$ cat src/rtl/token_engine_pkg.sv
// shared widths and encodings; weight bytes are packed little endian, byte 0 in the low bits
`default_nettype none

package token_engine_pkg;

    localparam int ADDR_W         = 32; // GLB byte address
    localparam int DATA_W         = 32; // GLB word
    localparam int BYTES_PER_WORD = 4;

    // one GLB word, seen whole for ifmap/opsum or as weight bytes
    typedef union packed {
        logic [DATA_W-1:0]              word;
        logic [BYTES_PER_WORD-1:0][7:0] bytes; // bytes[0] is the LSB
    } glb_word_t;

    // pass sequencing
    typedef enum logic [1:0] {
        IDLE,
        WEIGHT,
        STREAM,
        DONE
    } pass_state_e;

    // owner of a GLB access, kept by the arbiter to steer read data
    typedef enum logic [1:0] {
        WEIGHT_SRC,
        OPSUM_SRC,
        IFMAP_SRC
    } req_src_e;

endpackage

`default_nettype wire

$ cat src/rtl/glb_arbiter.sv
// fixed priority weight > opsum > ifmap; relies on a GLB read latency of exactly one cycle
`default_nettype none

module glb_arbiter import token_engine_pkg::*; (
    input  logic                      clk,
    input  logic                      reset_i,
    input  logic                      weight_req_i,
    input  logic [ADDR_W-1:0]         weight_addr_i,
    input  logic                      opsum_req_i,
    input  logic [ADDR_W-1:0]         opsum_addr_i,
    input  logic [DATA_W-1:0]         opsum_wdata_i,
    input  logic                      ifmap_req_i,
    input  logic [ADDR_W-1:0]         ifmap_addr_i,
    output logic                      weight_grant_o,
    output logic                      opsum_grant_o,
    output logic                      ifmap_grant_o,
    output logic                      weight_rdata_valid_o,
    output logic                      ifmap_rdata_valid_o,
    output logic                      glb_read_o,
    output logic [ADDR_W-1:0]         glb_addr_o,
    output logic [BYTES_PER_WORD-1:0] glb_web_o,
    output logic [DATA_W-1:0]         glb_write_data_o
);

    req_src_e src;    // owner of this cycle's access
    req_src_e src_q;
    logic     acc_q;  // an access took place last cycle

    assign weight_grant_o = weight_req_i;
    assign opsum_grant_o  = opsum_req_i && !weight_req_i;
    assign ifmap_grant_o  = ifmap_req_i && !weight_req_i && !opsum_req_i;

    always_comb begin
        if (weight_req_i) begin
            src        = WEIGHT_SRC;
            glb_addr_o = weight_addr_i;
        end else if (opsum_req_i) begin
            src        = OPSUM_SRC;
            glb_addr_o = opsum_addr_i;
        end else begin
            src        = IFMAP_SRC;
            glb_addr_o = ifmap_addr_i;
        end
    end

    assign glb_read_o       = weight_grant_o || ifmap_grant_o;
    assign glb_web_o        = opsum_grant_o ? '1 : '0; // full word write
    assign glb_write_data_o = opsum_wdata_i;

    always_ff @(posedge clk) begin
        if (reset_i) begin
            acc_q <= 1'b0;
            src_q <= IFMAP_SRC;
        end else begin
            acc_q <= weight_req_i || opsum_req_i || ifmap_req_i;
            src_q <= src;
        end
    end

    // a write leaves OPSUM_SRC behind and steers no data
    assign weight_rdata_valid_o = acc_q && (src_q == WEIGHT_SRC);
    assign ifmap_rdata_valid_o  = acc_q && (src_q == IFMAP_SRC);

endmodule

`default_nettype wire

$ cat config.mk
export PLATFORM = sky130hd
export DESIGN_NAME = glb_arbiter
export DESIGN_NICKNAME = d
export VERILOG_FILES = /design/src/rtl/token_engine_pkg.sv /design/src/rtl/glb_arbiter.sv
export SDC_FILE = /design/constraint.sdc
export NUM_CORES = 1
export LEC_CHECK = 0
export ABC_CLOCK_PERIOD_IN_PS = 880
export BUFFER_PORTS_ARGS = -buffer_cell sky130_fd_sc_hd__buf_2
export CAP_MARGIN = 15
export CORE_AREA = 3 3 79 81
export CTS_CLUSTER_SIZE = 28
export DETAILED_ROUTE_END_ITERATION = 16
export DIE_AREA = 0 0 82 84
export PLACE_DENSITY = 0.69
export SLEW_MARGIN = 20
export SYNTH_ARGS = -nofsm -noshare
export SYNTH_HDL_FRONTEND = slang
export SYNTH_SLANG_ARGS = --single-unit
$ cat constraint.sdc
create_clock -name clk -period 0.88 [get_ports clk]
set_clock_uncertainty 0.15 [all_clocks]
set_input_delay 0.088 -clock clk [delete_from_list [all_inputs] [get_ports clk]]
set_output_delay 0.088 -clock clk [all_outputs]
set_load 0.05 [all_outputs]
Word level (Yosys, flattened, before mapping):

Cells that the tools add are included.

* eq/ne operators: 1
* muxes and demuxes: 5
* reductions and logical operators: 12

Operator list (number)
* two-way mux 32 bit: 2
* logical AND 1 bit: 5
* two-way mux 2 bit: 2
* two-way mux 4 bit: 1
* logical OR 1 bit: 3
* equality test 2 bit (second input constant): 1
* logical NOT 1 bit: 2
* logical NOT 2 bit: 1
* OR reduction 2 bit: 1

* register bits after elaboration: 3
* input port bits: 133
* output and inout port bits: 74
* word-level logic and storage cells: 21

Longest topological paths before layout:

Gate-level depths: netlist of the first run.

* depth in word-level cells: 4
* gate-level depth with buffers: 5
* gate-level depth less buffers: 2

Worst setup path before layout of the first run:

OpenSTA, ideal clock, no wires.

* kind: input -> output
* start point: input weight_req_i
* end point: output ifmap_grant_o
* data arrival time: 1.547 ns
* data required time: 0.642 ns
* setup slack: -0.905 ns
* cell stages on the path: 3
* path buffers: 2
* path through: buf_2 > buf_2 > nor3b_1

* longest elaborated chain between the ends: 3

RTL lines
* from (decl): RTL line glb_arbiter.sv:7 `input logic weight_req_i,`
* logical NOT 1 bit: RTL line glb_arbiter.sv:31 `assign ifmap_grant_o = ifmap_req_i && !weight_req_i && !opsum_req_i;`
* logical AND 1 bit (2 in a row): RTL line glb_arbiter.sv:31
* to (decl): RTL line glb_arbiter.sv:16 `output logic ifmap_grant_o,`

Every way passes these cells.

Worst setup path in the final report of the first run:

* start point: register src_q[0]
* end point: output ifmap_rdata_valid_o

* longest elaborated chain between the ends: 2

RTL lines
* from (decl): RTL line glb_arbiter.sv:26 `req_src_e src_q;`
* from (signal assigned): RTL line glb_arbiter.sv:56 `src_q <= src;`
* equality test 2 bit: RTL line glb_arbiter.sv:62 `assign ifmap_rdata_valid_o = acc_q && (src_q == IFMAP_SRC);`
* logical AND 1 bit: RTL line glb_arbiter.sv:62
* to (decl): RTL line glb_arbiter.sv:18 `output logic ifmap_rdata_valid_o,`

Every way passes these cells.

==> load_flow_metrics.sql, run 1 <==
INSERT INTO impl_metrics (metric_group, metric, value, unit) VALUES
('timing', 'layout_worst_path_cycle_share', '133', '%'),
('detailed_routing', 'detail_route.wirelength', '5.54', 'mm'),
('clock_tree', 'cts.sinks', '3', ''),
('placed_design', 'place.gp.congestion', '0.719', ''),
('clock_tree', 'ctsLongestPathBuffers', '2', ''),
('clock_tree', 'cts_root_buf', 'clkbuf_8', ''),
('logic_synthesis', 'yosysWarnings', '0', ''),
('placed_design', 'port_buffers', '142', ''),
('final_layout', 'instances_no_fill', '345', ''),
('global_route', 'grt_overflow', '0', ''),
('placed_design', 'dpl_cell_area', '2030', 'µm²'),
('timing', 'max_freq', '0.857', 'GHz'),
('die', 'start_util', '20.1', '%'),
('placed_design', 'hpwlAfterDp', '3.36', 'mm'),
('die', 'die_w', '82', 'µm'),
('detailed_routing', 'routed_via_density', '4.52', ''),
('logic_synthesis', 'synth_top_family_by_area', 'buffers and inverters', ''),
('worst_setup_path', 'timing.critical_path.arrival', '0.93', 'ns'),
('logic_synthesis', 'post_synth_mux_area_share', '28.8', '%'),
('logic_synthesis', 'syn_inst', '158', ''),
('timing', 'drv_slew', '0', ''),
('pwr', 'p_leak', '1.30', 'nW'),
('worst_setup_path', 'startpoint_type', 'flop', ''),
('pwr', 'worst_ir_drop_vdd', '0.588', 'mV'),
('global_route', 'grt_antenna_before_repair', '0', ''),
('die', 'core-area', '5540', 'µm²'),
('logic_synthesis', 'ys_seq_elements', '3', ''),
('logic_synthesis', 'yosys.area_share.simple', '14.9', '%'),
('die', 'die_height', '84', 'µm'),
('logic_synthesis', 'postSynthNetCount', '291', ''),
('clock_tree', 'ctsHtreeMaxLevel', '1', ''),
('job', 'cap_violations', '0', ''),
('logic_synthesis', 'yosysSeqAreaShare', '5.39', '%'),
('global_route', 'grt_first_pass_wirelength', '7.73', 'mm'),
('logic_synthesis', 'synth-adder-area-share', '0', '%'),
('min_path', 'worst_hold_path_type', 'primary input to flop', ''),
('detailed_routing', 'drt_drc_violations_left', '0', ''),
('die', 'dieArea', '6890', 'µm²'),
('placed_design', 'place_inst', '330', ''),
('detailed_routing', 'wire_per_inst', '16.0', 'µm'),
('final_layout', 'fillerInstances', '456', ''),
('detailed_routing', 'ant_nets_after_route', '0', ''),
('logic_synthesis', 'synthesis.area', '1110', 'µm²'),
('timing', 'setup_tns', '-9.90', 'ns'),
('pwr', 'cellPowerDensity', '920', 'nW/µm²'),
('global_route', 'grt_pass1_vias', '1616', ''),
('timing', 'worst_slack', '-0.286', 'ns'),
('timing', 'rsz0062_at_grt', 'true', ''),
('detailed_routing', 'drt_iter0_markers', '32', ''),
('status', 'violations', 'hold timing, setup timing', ''),
('final_layout', 'finish.utilization', '55.7', '%'),
('die', 'num_rows', '27', ''),
('clock_tree', 'clkTransAtPathRegs', '0.04', 'ns'),
('die', 'io_pins', '207', ''),
('logic_synthesis', 'synth_compound_gate_area_share', '16.1', '%'),
('final_layout', 'insertedDiodeCount', '0', ''),
('final_layout', 'area_growth_syn_to_layout', '177', '%'),
('timing', 'setup_viol', '43', ''),
('clock_tree', 'tritoncts_clock_tree', 'yes', ''),
('final_layout', 'post_route_cells_drive_above_1_share', '88.3', '%'),
('logic_synthesis', 'synth_cell_types', '20', ''),
('timing', 'fin_crit', '1.17', 'ns'),
('worst_setup_path', 'worst_setup_path_end_kind', 'output port', ''),
('timing', 'report.final.hold_viol_count', '3', ''),
('clock_tree', 'clock_buffer_count_from_cts', '3', ''),
('worst_setup_path', 'timing.critical_path.required', '0.64', 'ns'),
('status', 'status', 'finished, violations left', ''),
('timing', 'max_slew_margin', '87.8', '%'),
('logic_synthesis', 'yosys.area_share.xor_xnor', '0', '%'),
('timing', 'tightestPinTransition', '0.180', 'ns'),
('timing', 'finalHoldWorstSlack', '-0.0963', 'ns'),
('final_layout', 'final_area', '3090', 'µm²'),
('global_route', 'grt_max_degree', '33', ''),
('logic_synthesis', 'syn-mean-instance-area', '7.05', 'µm²'),
('final_layout', 'nNetsFinal', '407', ''),
('detailed_routing', 'drt_first_pass_iters', '3', ''),
('global_route', 'groute.usage.overall', '14.3', '%'),
('worst_setup_path', 'timing.critical_path.fanout_max', '2', ''),
('worst_setup_path', 'critical_path_class', 'flop to output port', ''),
('detailed_routing', 'vias', '1561', '');
## final cells by class
cell class,instances,area (µm²),area share [%]
inverters,1,8.76,0.284
flip-flops and latches,3,62.6,2.03
clock buffers,4,45.0,1.46
repair buffers,160,1400,45.3
multi-input cells,105,1480,48.0
well taps,72,90.1,2.92
## Yosys cell counts
cell type	instances	area (µm²)
clkbuf_2	1	5.00
buf_2	3	15.0
clkbuf_1	4	15.0
o21ai_0	6	30.0
inv_2	1	3.75
buf_12	3	60.1
and3b_1	1	8.76
nor2_1	2	7.51
o21bai_1	1	7.51
nor3b_1	2	15.0
buf_4	37	278
buf_6	1	11.3
o21ai_1	25	125
a21o_1	1	7.51
nand2_1	32	120
nor3_1	1	5.00
o21ai_2	1	8.76
dfxtp_1	3	60.1
nor3_2	1	10.0
mux2i_1	32	320
## flip-flops by register name, indices dropped and copies added (netlist names)
| signal | count |
|---|---|
| acc_q | 1 |
| src_q | 2 |
## path summary, 6_finish.rpt
check / startpoint / end / slack (ns) / depth (start not counted)
max: src_q[0] / ifmap_rdata_valid_o / -0.29 / 2
min: reset_i / src_q[0] / -0.1 / 2
## stage by stage
step	power (mW)	setup WS (ns)	hold slack (ns)
2_1_floorplan	1.73	-0.304	-0.00496
3_3_place_gp	1.68	-0.389	0.0263
3_5_place_dp	1.70	-0.429	0.0263
4_1_cts	2.66	-0.370	-0.0951
5_1_grt	2.97	-0.305	-0.0856
6_report	2.84	-0.286	-0.0963
## cells in the final DEF, fill, tap and decap left out, drive strengths merged
cell,n
a21o,1
and3b,1
buf,157
clkbuf,7
dfxtp,3
inv,1
mux2i,32
nand2,32
nor2,2
nor3,2
nor3b,2
o21ai,32
o21bai,1
## worst max-delay path: stages (launching register included)
cell     delay, ns
dfxtp_2       0.32
and3b_2       0.24
buf_8         0.14
## where the power goes
group	total (mW)	switching [mW]	internal, mW
combinational	2.27	1.22	1.05
sequential	0.153	0.00655	0.146
clock	0.417	0.106	0.310
## cell families (layout without fill, tap and decap cells)
group	after synthesis	count (layout)
buffers and inverters	50	165
AOI/OAI and AO/OA	34	34
and+or+nand+nor	39	39
DFF	3	3
muxes	32	32
## repair_timing
action / 4_1_cts / 5_1_grt
pin swaps: 2 / 31
buffers inserted: 4 / 1
setup endpoints to repair: 42 / 42
gates cloned: 5 / 2
endpoints found under the hold margin: 3 / 3
resized for setup: 145 / 41
## layer usage
| metal | up-vias | global-route usage, % | part of all wire (%) |
|---|---|---|---|
| li1 | 740 | - | - |
| met1 | 706 | 14.6 | 31 |
| met5 | - | 0 | 0 |
| met3 | 14 | 3.46 | 9.6 |
| met2 | 101 | 27.4 | 58 |
| met4 | 0 | 4.23 | 1.5 |
(Power assumes the default switching activity.)
==> inputs of run 2 (changes only) <==
REMOVE_ABC_BUFFERS = 1   (was default)
SLEW_MARGIN = default   (was 20)
==> run 2 against run 1 <==
Net effect:
- the run still ends with hold timing, setup timing left
- clock-buffer cell count is the same
- final area shrank 26%
- via count shrank 0.58%
- sequential power about the same
- utilization down 14 points
- flip-flop and latch count stayed put
- worst setup slack gained 0.013 ns
- die area stayed put
- clock power shrank 5.8%
- first-iteration DRC count rose by 91%
- combinational power decreased by 24%
- global-route usage up 2.1 points
- critical endpoint unchanged
==> load_flow_metrics.sql, run 2 (synthesis results as in run 1) <==
INSERT INTO impl_metrics (metric_group, metric, value, unit) VALUES
('timing', 'setup_viol', '41', ''),
('detailed_routing', 'wire_per_inst', '17.7', 'µm'),
('final_layout', 'post_route_cells_drive_above_1_share', '66.5', '%'),
('die', 'num_rows', '27', ''),
('global_route', 'grt_pass1_vias', '1608', ''),
('worst_setup_path', 'startpoint_type', 'flop', ''),
('clock_tree', 'tritoncts_clock_tree', 'yes', ''),
('detailed_routing', 'ant_nets_after_route', '0', ''),
('final_layout', 'nNetsFinal', '403', ''),
('timing', 'worst_slack', '-0.273', 'ns'),
('clock_tree', 'clkTransAtPathRegs', '0.03', 'ns'),
('detailed_routing', 'detail_route.wirelength', '6.03', 'mm'),
('detailed_routing', 'drt_iter0_markers', '61', ''),
('worst_setup_path', 'timing.critical_path.required', '0.64', 'ns'),
('worst_setup_path', 'timing.critical_path.arrival', '0.92', 'ns'),
('detailed_routing', 'vias', '1552', ''),
('final_layout', 'instances_no_fill', '341', ''),
('global_route', 'grt_overflow', '0', ''),
('timing', 'finalHoldWorstSlack', '-0.0800', 'ns'),
('status', 'violations', 'hold timing, setup timing', ''),
('clock_tree', 'ctsHtreeMaxLevel', '1', ''),
('final_layout', 'area_growth_syn_to_layout', '106', '%'),
('min_path', 'worst_hold_path_type', 'primary input to flop', ''),
('final_layout', 'insertedDiodeCount', '0', ''),
('clock_tree', 'ctsLongestPathBuffers', '2', ''),
('die', 'die_w', '82', 'µm'),
('timing', 'drv_slew', '0', ''),
('global_route', 'grt_max_degree', '27', ''),
('global_route', 'grt_antenna_before_repair', '0', ''),
('job', 'cap_violations', '0', ''),
('min_path', 'whs_path_depth', '2', ''),
('timing', 'max_slew_margin', '82.6', '%'),
('clock_tree', 'clock_buffer_count_from_cts', '3', ''),
('status', 'status', 'finished, violations left', ''),
('die', 'core-area', '5540', 'µm²'),
('detailed_routing', 'drt_drc_violations_left', '0', ''),
('die', 'die_height', '84', 'µm'),
('placed_design', 'place_inst', '329', ''),
('timing', 'report.final.hold_viol_count', '3', ''),
('final_layout', 'fillerInstances', '535', ''),
('timing', 'tightestPinTransition', '0.261', 'ns'),
('final_layout', 'most-common-layout-cells', 'buf_2 (98), buf_6 (38), nand2_1 (32)', ''),
('clock_tree', 'cts_root_buf', 'clkbuf_8', ''),
('pwr', 'worst_ir_drop_vdd', '0.680', 'mV'),
('die', 'start_util', '20.1', '%'),
('final_layout', 'final_area', '2290', 'µm²'),
('placed_design', 'hpwlAfterDp', '4.25', 'mm'),
('timing', 'rsz0062_at_grt', 'true', ''),
('die', 'dieArea', '6890', 'µm²'),
('final_layout', 'most_common_library_cell_in_the_layout_ignoring_fill_and_taps', 'buf_2', ''),
('global_route', 'groute.usage.overall', '16.4', '%'),
('placed_design', 'dpl_cell_area', '1610', 'µm²'),
('placed_design', 'place.gp.congestion', '0.671', ''),
('detailed_routing', 'routed_via_density', '4.55', ''),
('timing', 'fin_crit', '1.15', 'ns'),
('worst_setup_path', 'critical_path_class', 'flop to output port', ''),
('final_layout', 'reg_top3', 'src_q x2, acc_q x1', ''),
('global_route', 'grt_first_pass_wirelength', '8.38', 'mm'),
('clock_tree', 'cts.sinks', '3', ''),
('worst_setup_path', 'timing.critical_path.fanout_max', '2', ''),
('timing', 'layout_worst_path_cycle_share', '131', '%'),
('timing', 'max_freq', '0.867', 'GHz'),
('detailed_routing', 'drt_first_pass_iters', '4', ''),
('pwr', 'cellPowerDensity', '992', 'nW/µm²'),
('placed_design', 'port_buffers', '142', ''),
('die', 'io_pins', '207', ''),
('final_layout', 'largest-register', 'src_q', ''),
('worst_setup_path', 'worst_setup_path_end_kind', 'output port', ''),
('pwr', 'p_leak', '1.21', 'nW'),
('final_layout', 'largest_register_ffs', '2', '');
-- run 2: changes by cell type in the layout (fill, tap and decap cells not counted), moves of 5 or more --
cell / delta
buf_8: -6
o21ai_2: +7
mux2i_4: -30
buf_6: +5
o21ai_1: +25
o21ai_4: -32
mux2i_1: +27
-- run 2: cell type report --
type,instances,area [µm²],area share [%]
clock buffer,4,45.0,1.97
timing repair buffer,156,1330,58.1
sequential,3,62.6,2.73
multi-input combinational,105,753,32.9
inverter,1,8.76,0.383
tap,72,90.1,3.94
-- run 2: per-stage QoR --
stage	setup WS [ns]	utilization (%)	TNS, ns	power (mW)	hold WS [ns]
finish	-0.273	41.3	-7.68	2.27	-0.0800
global route	-0.301	41.3	-9.27	2.40	-0.0727
CTS	-0.286	39.9	-7.65	2.23	-0.0911
detailed placement	-0.394	29.1	-11.72	1.42	0.0264
global placement	-0.403	29.1	-11.07	1.40	0.0264
floorplan	-2.53	-	-24.42	0.905	0.00240
-- run 2: metal layers --
metal / global-route usage, % / vias up / routed length, µm
li1: - / 725 / -
met1: 20.0 / 676 / 2420
met2: 25.3 / 145 / 2640
met3: 8.64 / 4 / 930
met4: 2.27 / 2 / 8
met5: 5.83 / - / 39
-- run 2: report_power, final --
| group | leakage [nW] | switching, mW | internal (mW) | total (mW) |
|---|---|---|---|---|
| Combinational | 1.16 | 0.966 | 0.760 | 1.73 |
| Sequential | 0.0255 | 0.00479 | 0.146 | 0.151 |
| Clock | 0.0228 | 0.0850 | 0.308 | 0.393 |
| Total | 1.21 | 1.06 | 1.21 | 2.27 |
-- run 2: worst paths after layout --
path,startpoint,to,slack [ns]
min,reset_i,src_q[0],-0.08
max,src_q[0],ifmap_rdata_valid_o,-0.27
-- run 2: what timing repair did --
| action | CTS | global route |
|---|---|---|
| gates resized for setup | 116 | 20 |
| buffers inserted | 1 | 0 |
| hold endpoints to repair | 3 | 2 |
| cloned | 7 | 0 |
| pin swaps | 4 | 4 |
| endpoints found under the setup margin | 42 | 43 |
-- run 2: worst max-delay path, stage by stage (launching register included) --
cell	delay [ns]
dfxtp_2	0.31
and3b_1	0.23
buf_6	0.16
==> inputs of run 3 (changes only) <==
ABC_CLOCK_PERIOD_IN_PS = 1300   (was 880)
PLACE_DENSITY = 0.66   (was 0.69)
clock period = 1.3 ns   (was 0.88 ns; I/O delays follow)
==> run 3 against run 2 <==
Net effect:
- the run now ends clean
- non-clock buffer count fell by 6
- hold slack better by 0.093 ns
- critical path depth is 3 higher
- wire length down 14%
- first-iteration DRC count is 66% lower
- sequential power fell by 34%
- die area unchanged
- cell count is 1.8% lower
- combinational power down 49%
- critical endpoint is now glb_web_o[1]
- largest power group unchanged
==> load_flow_metrics.sql, run 3 (synthesis results as in run 1) <==
INSERT INTO impl_metrics (metric_group, metric, value, unit) VALUES
('placed_design', 'hpwlAfterDp', '4.49', 'mm'),
('final_layout', 'post_route_cells_drive_above_1_share', '59.3', '%'),
('pwr', 'seq_power_share', '8.0', '%'),
('final_layout', 'reg_top3', 'src_q x2, acc_q x1', ''),
('final_layout', 'insertedDiodeCount', '0', ''),
('final_layout', 'largest_register_ffs', '2', ''),
('pwr', 'cellInternalPower', '620', 'µW'),
('global_route', 'grt_pass1_vias', '1325', ''),
('pwr', 'p_comb_share', '70.7', '%'),
('detailed_routing', 'ant_nets_after_route', '0', ''),
('global_route', 'grt_overflow', '0', ''),
('status', 'status', 'completed', ''),
('pwr', 'p_leak', '1.02', 'nW'),
('die', 'core-area', '5540', 'µm²'),
('timing', 'max_slew_margin', '82.9', '%'),
('die', 'die_w', '82', 'µm'),
('detailed_routing', 'drt_first_pass_iters', '4', ''),
('die', 'start_util', '20.1', '%'),
('timing', 'rsz0062_at_grt', 'true', ''),
('worst_setup_path', 'timing.critical_path.arrival', '1.00', 'ns'),
('detailed_routing', 'drt_drc_violations_left', '0', ''),
('timing', 'finalHoldWorstSlack', '0.0131', 'ns'),
('detailed_routing', 'vias', '1450', ''),
('timing', 'fin_crit', '1.28', 'ns'),
('pwr', 'clockPowerShare', '21.3', '%'),
('global_route', 'groute.usage.overall', '12.4', '%'),
('clock_tree', 'cts_root_buf', 'clkbuf_8', ''),
('clock_tree', 'clkTransAtPathRegs', '0.03', 'ns'),
('job', 'cap_violations', '0', ''),
('worst_setup_path', 'critical-path-max-stage-delay', '0.27', 'ns'),
('clock_tree', 'clock_buffer_count_from_cts', '3', ''),
('final_layout', 'most_common_library_cell_in_the_layout_ignoring_fill_and_taps', 'buf_2', ''),
('global_route', 'grt_first_pass_wirelength', '6.53', 'mm'),
('die', 'dieArea', '6890', 'µm²'),
('timing', 'worst_slack', '0.0198', 'ns'),
('die', 'die_height', '84', 'µm'),
('detailed_routing', 'drt_iter0_markers', '21', ''),
('global_route', 'grt_antenna_before_repair', '0', ''),
('timing', 'tightestPinTransition', '0.258', 'ns'),
('min_path', 'hp-start', 'ifmap_req_i', ''),
('worst_setup_path', 'critical_path_class', 'primary input to output port', ''),
('global_route', 'grt_max_degree', '38', ''),
('pwr', 'power', '1.26', 'mW'),
('die', 'num_rows', '27', ''),
('worst_setup_path', 'worst_setup_path_end_kind', 'output port', ''),
('placed_design', 'place.gp.congestion', '0.773', ''),
('detailed_routing', 'detail_route.wirelength', '5.17', 'mm'),
('worst_setup_path', 'crit_path_top_cell_by_count', 'clkbuf_4', ''),
('timing', 'setup_viol', '0', ''),
('min_path', 'worst_hold_path_type', 'primary input to flop', ''),
('timing', 'report.final.hold_viol_count', '0', ''),
('final_layout', 'finish.utilization', '31.5', '%'),
('detailed_routing', 'wire_per_inst', '15.4', 'µm'),
('worst_setup_path', 'startpoint_type', 'primary input', ''),
('final_layout', 'most-common-layout-cells', 'buf_2 (128), mux2i_1 (32), nand2_1 (32)', ''),
('pwr', 'worst_ir_drop_vdd', '0.287', 'mV'),
('placed_design', 'port_buffers', '142', ''),
('final_layout', 'nNetsFinal', '397', ''),
('worst_setup_path', 'critical_path.cell_chain', 'clkbuf_4, buf_12, inv_2, nor2_2, clkbuf_4', ''),
('worst_setup_path', 'timing.critical_path.fanout_max', '18', ''),
('placed_design', 'place_worst_setup_slack', '0.00364', 'ns'),
('die', 'io_pins', '207', ''),
('final_layout', 'area_growth_syn_to_layout', '56.5', '%'),
('clock_tree', 'cts_setup_buffers', '0', ''),
('clock_tree', 'ctsLongestPathBuffers', '2', ''),
('pwr', 'cellPowerDensity', '721', 'nW/µm²'),
('timing', 'layout_worst_path_cycle_share', '98.5', '%'),
('min_path', 'whs_path_depth', '3', ''),
('clock_tree', 'ctsHtreeMaxLevel', '1', ''),
('worst_setup_path', 'critPathSlowestCell', 'clkbuf_4', ''),
('worst_setup_path', 'timing.critical_path.required', '1.02', 'ns'),
('pwr', 'power_switching', '636', 'µW'),
('pwr', 'power_switching_share', '50.6', '%'),
('clock_tree', 'cts.sinks', '3', ''),
('final_layout', 'largest-register', 'src_q', ''),
('detailed_routing', 'routed_via_density', '4.33', ''),
('final_layout', 'fillerInstances', '614', ''),
('worst_setup_path', 'worstSetupStartpoint', 'opsum_req_i', ''),
('timing', 'max_freq', '0.781', 'GHz'),
('clock_tree', 'tritoncts_clock_tree', 'yes', ''),
('timing', 'drv_slew', '0', '');
run 3: power groups by stage:
stage / Combinational (mW) / Sequential, mW / Clock (mW)
finish: 0.888 / 0.100 / 0.268
global placement: 0.853 / 0.101 / 0
floorplan: 0.511 / 0.101 / 0
global route: 0.946 / 0.101 / 0.279
detailed placement: 0.862 / 0.101 / 0
CTS: 0.866 / 0.100 / 0.279
run 3: through the flow:
stage | std cells | TNS, ns | area, µm²
2_1_floorplan | 109 | -13.46 | 729
3_3_place_gp | 329 | 0 | 1630
3_5_place_dp | 329 | 0 | 1630
4_1_cts | 334 | -0.00471 | 1680
5_1_grt | 335 | -0.154 | 1740
6_report | 335 | 0 | 1740
run 3: final timing paths:
check           end
max    glb_web_o[1]
min           acc_q
run 3: final cells by class:
cell class | count | area, µm² | area share [%]
clock buffers | 4 | 45.0 | 2.58
inverters | 1 | 3.75 | 0.215
multi-input cells | 105 | 668 | 38.3
well taps | 72 | 90.1 | 5.17
repair buffers | 150 | 876 | 50.3
flip-flops and latches | 3 | 60.1 | 3.45
run 3: timing repair:
item	CTS	global route
resized for setup	0	22
pin swaps	0	0
setup endpoints to repair	4	12
gates cloned	0	1
hold buffers	1	0
hold endpoints to repair	2	0
run 3: critical path: cells and delay by family:
family	cells	cell delay [ns]
and+or+nand+nor	1	0.18
buffers and inverters	4	0.67
run 3: metal layers:
layer  vias to the layer above  share of wire [%]  GRT usage [%]
li1                        706                  -              -
met1                       615                 38           14.0
met2                       123                 41           17.6
met3                         4                 19           10.3
met4                         2               0.50           1.81
met5                         -                1.1           8.33
